### config.mk
export PLATFORM = sky130hd
export DESIGN_NAME = integral_window_top
export DESIGN_NICKNAME = d
export VERILOG_FILES = /design/src/source/window_pkg.sv /design/src/source/ctrl_pkg.sv /design/src/source/line_row.sv /design/src/source/window_memory.sv /design/src/source/fill_control.sv /design/src/source/integral_window_top.sv
export SDC_FILE = /design/constraint.sdc
export NUM_CORES = 1
export LEC_CHECK = 0
export ABC_AREA = 1
export BUFFER_PORTS_ARGS = -buffer_cell sky130_fd_sc_hd__buf_2
export CORE_MARGIN = 2
export CORE_UTILIZATION = 47
export CTS_CLUSTER_DIAMETER = 100
export DETAILED_ROUTE_END_ITERATION = 6
export PLACE_DENSITY = 0.75
export SLEW_MARGIN = 30
export SYNTH_ARGS = -nofsm -noshare
export SYNTH_HDL_FRONTEND = slang
export SYNTH_HIERARCHICAL = 1
export SYNTH_SLANG_ARGS = --single-unit
### constraint.sdc
create_clock -name i_clk -period 21.4 [get_ports i_clk]
set_input_delay 2.14 -clock i_clk [delete_from_list [all_inputs] [get_ports i_clk]]
set_output_delay 2.14 -clock i_clk [all_outputs]
set_load 0.005 [all_outputs]
### src/source/window_pkg.sv
`default_nettype none

// ****************************************
// pixel window geometry
// ****************************************
package window_pkg;

	// camera frame, fixed size
	localparam int FRAME_WIDTH  = 10; // pixels per line
	localparam int FRAME_HEIGHT = 6;  // lines per frame

	// haar window
	localparam int WIN_W = 3; // window columns
	localparam int WIN_H = 3; // window rows, also number of line rows

	// ****************************************
	// data widths
	// ****************************************
	localparam int PIXEL_W = 8;  // raw camera pixel
	localparam int SUM_W   = 12; // integral value, 9 x 255 = 2295 fits

	// flat index of an integral output is y*WIN_W + x
	localparam int WIN_N = WIN_W * WIN_H;

endpackage

`default_nettype wire

### src/source/ctrl_pkg.sv
`default_nettype none

// ****************************************
// fill controller types
// ****************************************
package ctrl_pkg;

	// controller states
	typedef enum logic [1:0] {
		FILL_IDLE   = 2'd0, // waiting for start of frame
		FILL_LINES  = 2'd1, // first WIN_H-1 lines entering the line rows
		FILL_STREAM = 2'd2  // windows may be valid
	} fill_state_e;

	// frame position counters
	localparam int COL_W = 4; // column 0..9
	localparam int ROW_W = 3; // row 0..5

endpackage

`default_nettype wire

### src/source/line_row.sv
`timescale 1ns/10ps
`default_nettype none

module line_row
	import window_pkg::*;
(
	input  logic               i_clk,
	input  logic               i_reset,
	input  logic               i_wen,
	input  logic [PIXEL_W-1:0] i_pixel,                // pixel entering this row
	input  logic [SUM_W-1:0]   i_col_sum [WIN_W],      // sums of older rows, per column
	output logic [PIXEL_W-1:0] o_tap_out,              // pixel one line earlier
	output logic [SUM_W-1:0]   o_row_integral [WIN_W]  // integral values of this row
);

	// ****************************************
	// line delay
	// ****************************************
	logic [PIXEL_W-1:0] line_sr [FRAME_WIDTH]; // index 0 newest
	logic [PIXEL_W-1:0] taps [WIN_W];          // window taps, index 0 oldest
	logic [SUM_W-1:0]   acc;                   // running horizontal sum

	always_ff @(posedge i_clk)
	begin
		if (i_reset)
		begin
			for (int k = 0; k < FRAME_WIDTH; k++)
				line_sr[k] <= '0;
		end
		else if (i_wen)
		begin
			line_sr[0] <= i_pixel;
			for (int k = 1; k < FRAME_WIDTH; k++)
				line_sr[k] <= line_sr[k-1]; // shift one stage per write
		end
	end

	assign o_tap_out = line_sr[FRAME_WIDTH-1]; // same column, previous line

	// newest tap is the pixel being written, so the window includes it
	always_comb
	begin
		taps[WIN_W-1] = i_pixel;
		for (int x = 0; x < WIN_W-1; x++)
			taps[x] = line_sr[WIN_W-2-x];
	end

	// ****************************************
	// horizontal prefix sums
	// ****************************************
	always_comb
	begin
		acc = '0;
		for (int x = 0; x < WIN_W; x++)
		begin
			acc = acc + SUM_W'(taps[x]) + i_col_sum[x]; // columns 0..x
			o_row_integral[x] = acc;
		end
	end

endmodule

`default_nettype wire

### src/source/window_memory.sv
`timescale 1ns/10ps
`default_nettype none

module window_memory
	import window_pkg::*;
(
	input  logic               i_clk,
	input  logic               i_reset,
	input  logic               i_wen,
	input  logic [PIXEL_W-1:0] i_pixel,
	output logic [SUM_W-1:0]   o_integral [WIN_N] // index y*WIN_W + x
);

	// all arrays below indexed by window row y, row 0 oldest
	logic [PIXEL_W-1:0] row_pixel [WIN_H];          // pixel into each line row
	logic [PIXEL_W-1:0] row_tap   [WIN_H];          // delayed pixel out of each row
	logic [SUM_W-1:0]   col_sum   [WIN_H][WIN_W];   // vertical reduction sums
	logic [SUM_W-1:0]   row_int   [WIN_H][WIN_W];   // integral values per row

	// ****************************************
	// line row chain
	// ****************************************
	genvar y;
	generate
		for (y = 0; y < WIN_H; y++)
		begin : gen_row
			if (y == WIN_H-1)
			begin : gen_head
				assign row_pixel[y] = i_pixel; // newest line, fed directly
			end
			else
			begin : gen_chain
				assign row_pixel[y] = row_tap[y+1]; // one line older than row y+1
			end

			line_row u_line_row (
				.i_clk          (i_clk),
				.i_reset        (i_reset),
				.i_wen          (i_wen),
				.i_pixel        (row_pixel[y]),
				.i_col_sum      (col_sum[y]),
				.o_tap_out      (row_tap[y]),
				.o_row_integral (row_int[y])
			);
		end
	endgenerate

	// ****************************************
	// vertical reduction
	// ****************************************
	// row y integral already holds rows 0..y, so the difference of
	// neighbouring entries is the column sum of rows 0..y
	always_comb
	begin
		for (int x = 0; x < WIN_W; x++)
			col_sum[0][x] = '0; // oldest row sees nothing above
		for (int r = 1; r < WIN_H; r++)
		begin
			col_sum[r][0] = row_int[r-1][0];
			for (int x = 1; x < WIN_W; x++)
				col_sum[r][x] = row_int[r-1][x] - row_int[r-1][x-1];
		end
	end

	// output register, holds between writes
	always_ff @(posedge i_clk)
	begin
		if (i_reset)
		begin
			for (int i = 0; i < WIN_N; i++)
				o_integral[i] <= '0;
		end
		else if (i_wen)
		begin
			for (int r = 0; r < WIN_H; r++)
				for (int x = 0; x < WIN_W; x++)
					o_integral[r*WIN_W + x] <= row_int[r][x];
		end
	end

endmodule

`default_nettype wire

### src/source/fill_control.sv
`timescale 1ns/10ps
`default_nettype none

module fill_control
	import window_pkg::*, ctrl_pkg::*;
(
	input  logic i_clk,
	input  logic i_reset,
	input  logic i_wen,
	input  logic i_sof,          // first pixel of frame, with i_wen
	output logic o_window_valid, // pulse, window fully inside frame
	output logic o_frame_done    // pulse, last pixel written
);

	fill_state_e        state;
	fill_state_e        state_next;
	logic [COL_W-1:0]   col_cnt;    // position of the next pixel
	logic [ROW_W-1:0]   row_cnt;
	logic [COL_W-1:0]   cur_col;    // position of the pixel now written
	logic [ROW_W-1:0]   cur_row;
	logic [COL_W-1:0]   col_next;
	logic [ROW_W-1:0]   row_next;
	logic               last_col;
	logic               last_pix;
	logic               streaming;
	logic               accept;     // write counted in the frame

	// ****************************************
	// frame position
	// ****************************************
	always_comb
	begin
		cur_col   = i_sof ? '0 : col_cnt; // sof restarts at 0,0
		cur_row   = i_sof ? '0 : row_cnt;
		last_col  = (cur_col == COL_W'(FRAME_WIDTH-1));
		last_pix  = last_col && (cur_row == ROW_W'(FRAME_HEIGHT-1));
		streaming = (state == FILL_STREAM) && !i_sof;
		accept    = i_wen && (i_sof || state != FILL_IDLE); // stray writes ignored
		col_next  = cur_col + 1'b1;
		row_next  = cur_row;
		if (last_pix)
		begin
			col_next = '0;
			row_next = '0;
		end
		else if (last_col)
		begin
			col_next = '0;
			row_next = cur_row + 1'b1; // wrap to next line
		end
	end

	// ****************************************
	// fill FSM
	// ****************************************
	always_comb
	begin
		state_next = state;
		if (i_wen)
		begin
			case (state)
				FILL_IDLE:
					if (i_sof)
						state_next = FILL_LINES;
				FILL_LINES:
					if (row_next == ROW_W'(WIN_H-1))
						state_next = FILL_STREAM; // oldest line row now full
				FILL_STREAM:
					if (i_sof)
						state_next = FILL_LINES; // early restart
					else if (last_pix)
						state_next = FILL_IDLE;
				default:
					state_next = FILL_IDLE;
			endcase
		end
	end

	always_ff @(posedge i_clk)
	begin
		if (i_reset)
		begin
			state          <= FILL_IDLE;
			col_cnt        <= '0;
			row_cnt        <= '0;
			o_window_valid <= 1'b0;
			o_frame_done   <= 1'b0;
		end
		else
		begin
			state <= state_next;
			if (accept)
			begin
				col_cnt <= col_next;
				row_cnt <= row_next;
			end
			// rows >= WIN_H-1 guaranteed by FILL_STREAM
			o_window_valid <= i_wen && streaming && (cur_col >= COL_W'(WIN_W-1));
			o_frame_done   <= i_wen && streaming && last_pix;
		end
	end

endmodule

`default_nettype wire

### src/source/integral_window_top.sv
`timescale 1ns/10ps
`default_nettype none

// ****************************************
// integral window top
// ****************************************
module integral_window_top
	import window_pkg::*;
(
	input  logic               i_clk,
	input  logic               i_reset,
	input  logic [PIXEL_W-1:0] i_pixel,        // camera pixel, raster order
	input  logic               i_wen,          // write strobe, no back-pressure
	input  logic               i_sof,          // start of frame marker
	output logic [SUM_W-1:0]   o_integral [WIN_N],
	output logic               o_window_valid,
	output logic               o_frame_done
);

	// window datapath, line rows and sums
	window_memory u_window_memory (
		.i_clk      (i_clk),
		.i_reset    (i_reset),
		.i_wen      (i_wen),
		.i_pixel    (i_pixel),
		.o_integral (o_integral)
	);

	// frame position and valid flags
	// same write latency as the datapath
	fill_control u_fill_control (
		.i_clk          (i_clk),
		.i_reset        (i_reset),
		.i_wen          (i_wen),
		.i_sof          (i_sof),
		.o_window_valid (o_window_valid),
		.o_frame_done   (o_frame_done)
	);

endmodule

`default_nettype wire

==> flow_metrics.py <==
metrics = {
    "layout": {
        "syn_to_final_growth_pct": 12.3,
        "nets": 2834,
        "diodes": 0,
        "fin_util": 0.535,
        "drive_above_1_share": 0.121,
        "layout_common_cells": "inv_1, nand2_1, nor2_1",
        "layout_commonest_cell": "inv_1",
    },
    "min_path": {
        "hp-class": "flop to flop",
    },
    "sta": {
        "tightestPinTransition_ps": 846,
        "hold_viol_final": 0,
        "slew_headroom": 0.436,
        "rsz0062_at_grt": "false",
        "fmax_mhz": 100,
        "tns_ps": 0,
        "finClkSkew_ps": 48.3,
        "finalSetupViolCount": 0,
        "finalMaxSlewViolations": 0,
        "period_share": 0.467,
        "worst_hold_slack_ps": 458,
        "period_minus_slack_ps": 9990,
        "layout_setup_ws_ps": 11410,
    },
    "cts": {
        "post_cts_resize_count": 0,
        "clock-sinks": 295,
        "cts_setup_buffers": 0,
        "numCtsBuffers": 34,
        "clkTransAtPathRegs_ps": 70,
        "cts_tree": "done",
        "clk_latency_ps": 570,
        "hold_buffers": 0,
        "cts-root-buf": "clkbuf_16",
        "htreeDepth": 2,
        "cts_buffer_depth": 3,
    },
    "critical_path": {
        "critical_path.max_fanout": 6,
        "worst-setup-path-type": "flop to flop",
        "crit_arrival_ps": 10450,
        "crit_top_cell": "a21oi_1",
        "crit_family": "adder cells",
        "cp_slowest_cell": "fa_1",
        "end_kind": "flop",
        "cp-start-kind": "flop",
        "crit_buf_inv": 6,
        "critPathRequiredTime_ps": 21860,
        "cpPeakStageDelay_ps": 610,
    },
    "place": {
        "gp_congestion": 0.915,
        "place_worst_setup_slack_ps": 11610,
        "dpl.hpwl_um": 38900,
        "io_buffer_count": 121,
    },
    "job": {
        "cap_viol_max_count": 0,
    },
    "drt": {
        "vias": 15800,
        "drcViolationCount": 0,
        "wire_per_inst_um": 15.7,
        "via_per_inst": 4.97,
        "drt_pass1_iterations": 5,
        "drt_first_iter_violations": 1243,
        "finalWirelength_um": 49700,
        "ant_nets": 0,
    },
    "outcome": {
        "status": "completed",
    },
    "die": {
        "ioPinCount": 122,
        "die_width_um": 210,
        "coreArea_um2": 41900,
        "die_area_um2": 44200,
        "dieHeight_um": 210,
        "fp-row-count": 75,
        "start_util": 0.477,
    },
    "yosys": {
        "syn-cell-area_um2": 20000,
        "synthCells": 2457,
        "ys_warn_count": 6,
        "syn_avg_cell_area_um2": 8.14,
    },
    "grt": {
        "antenna_found_initial": 0,
        "grt_pass1_wl_um": 79400,
        "grt_overflow": 0,
        "grt_max_degree": 86,
        "grt_usage": 0.228,
        "grt_pass1_vias": 15400,
    },
}
## worst min-delay path, stage by stage, from the launching register on
cell     delay [ps]
dfxtp_1         310
nand2_1          60
a21oi_1          50
## state kept, by name, summed over array words and instances (netlist names)
signal                                      flops
u_fill_control/row_cnt                          3
u_fill_control/o_window_valid                   1
u_fill_control/col_cnt                          4
u_fill_control/o_frame_done                     1
u_fill_control/state                            2
u_window_memory/gen_row.u_line_row/line_sr    176
u_window_memory/o_integral                    108
## final cells by class
| type | count | area, µm² |
|---|---|---|
| multi-input cells | 1602 | 10200 |
| clock inverters | 19 | 280 |
| well taps | 539 | 674 |
| repair buffers | 127 | 699 |
| fillers | 3817 | 19500 |
| flip-flops and latches | 295 | 7670 |
| clock buffers | 41 | 897 |
| inverters | 553 | 2080 |
## layer usage
| metal | part of all wire | up-vias | wire length [µm] | track usage |
|---|---|---|---|---|
| li1 | - | 7961 | - | - |
| met1 | 0.47 | 7337 | 23200 | 0.313 |
| met2 | 0.43 | 402 | 21500 | 0.353 |
| met3 | 0.066 | 99 | 3270 | 0.0513 |
| met4 | 0.036 | 0 | 1790 | 0.0868 |
| met5 | 0 | - | 0 | 0 |
## through the flow
stage                     std cells  instance area, µm²
after global placement         3114               21200
final                          3176               22500
after global routing           3176               22500
after CTS                      3176               22500
after detailed placement       3116               21300
after floorplan                2504               20200
## final timing paths
check	to	cells past startpoint	slack, ps	from
min	u_window_memory/o_integral[1]$_SDFFE_PP0P_	2	460	u_window_memory/o_integral[1]$_SDFFE_PP0P_
min reg2reg	u_window_memory/o_integral[1]$_SDFFE_PP0P_	2	460	u_window_memory/o_integral[1]$_SDFFE_PP0P_
max	u_window_memory/o_integral[10]$_SDFFE_PP0P_	40	11410	flop
max reg2reg	u_window_memory/o_integral[10]$_SDFFE_PP0P_	40	11410	flop
Power is not shown: default switching activity piles up to over one toggle a cycle in this logic, so the estimate is an artifact.
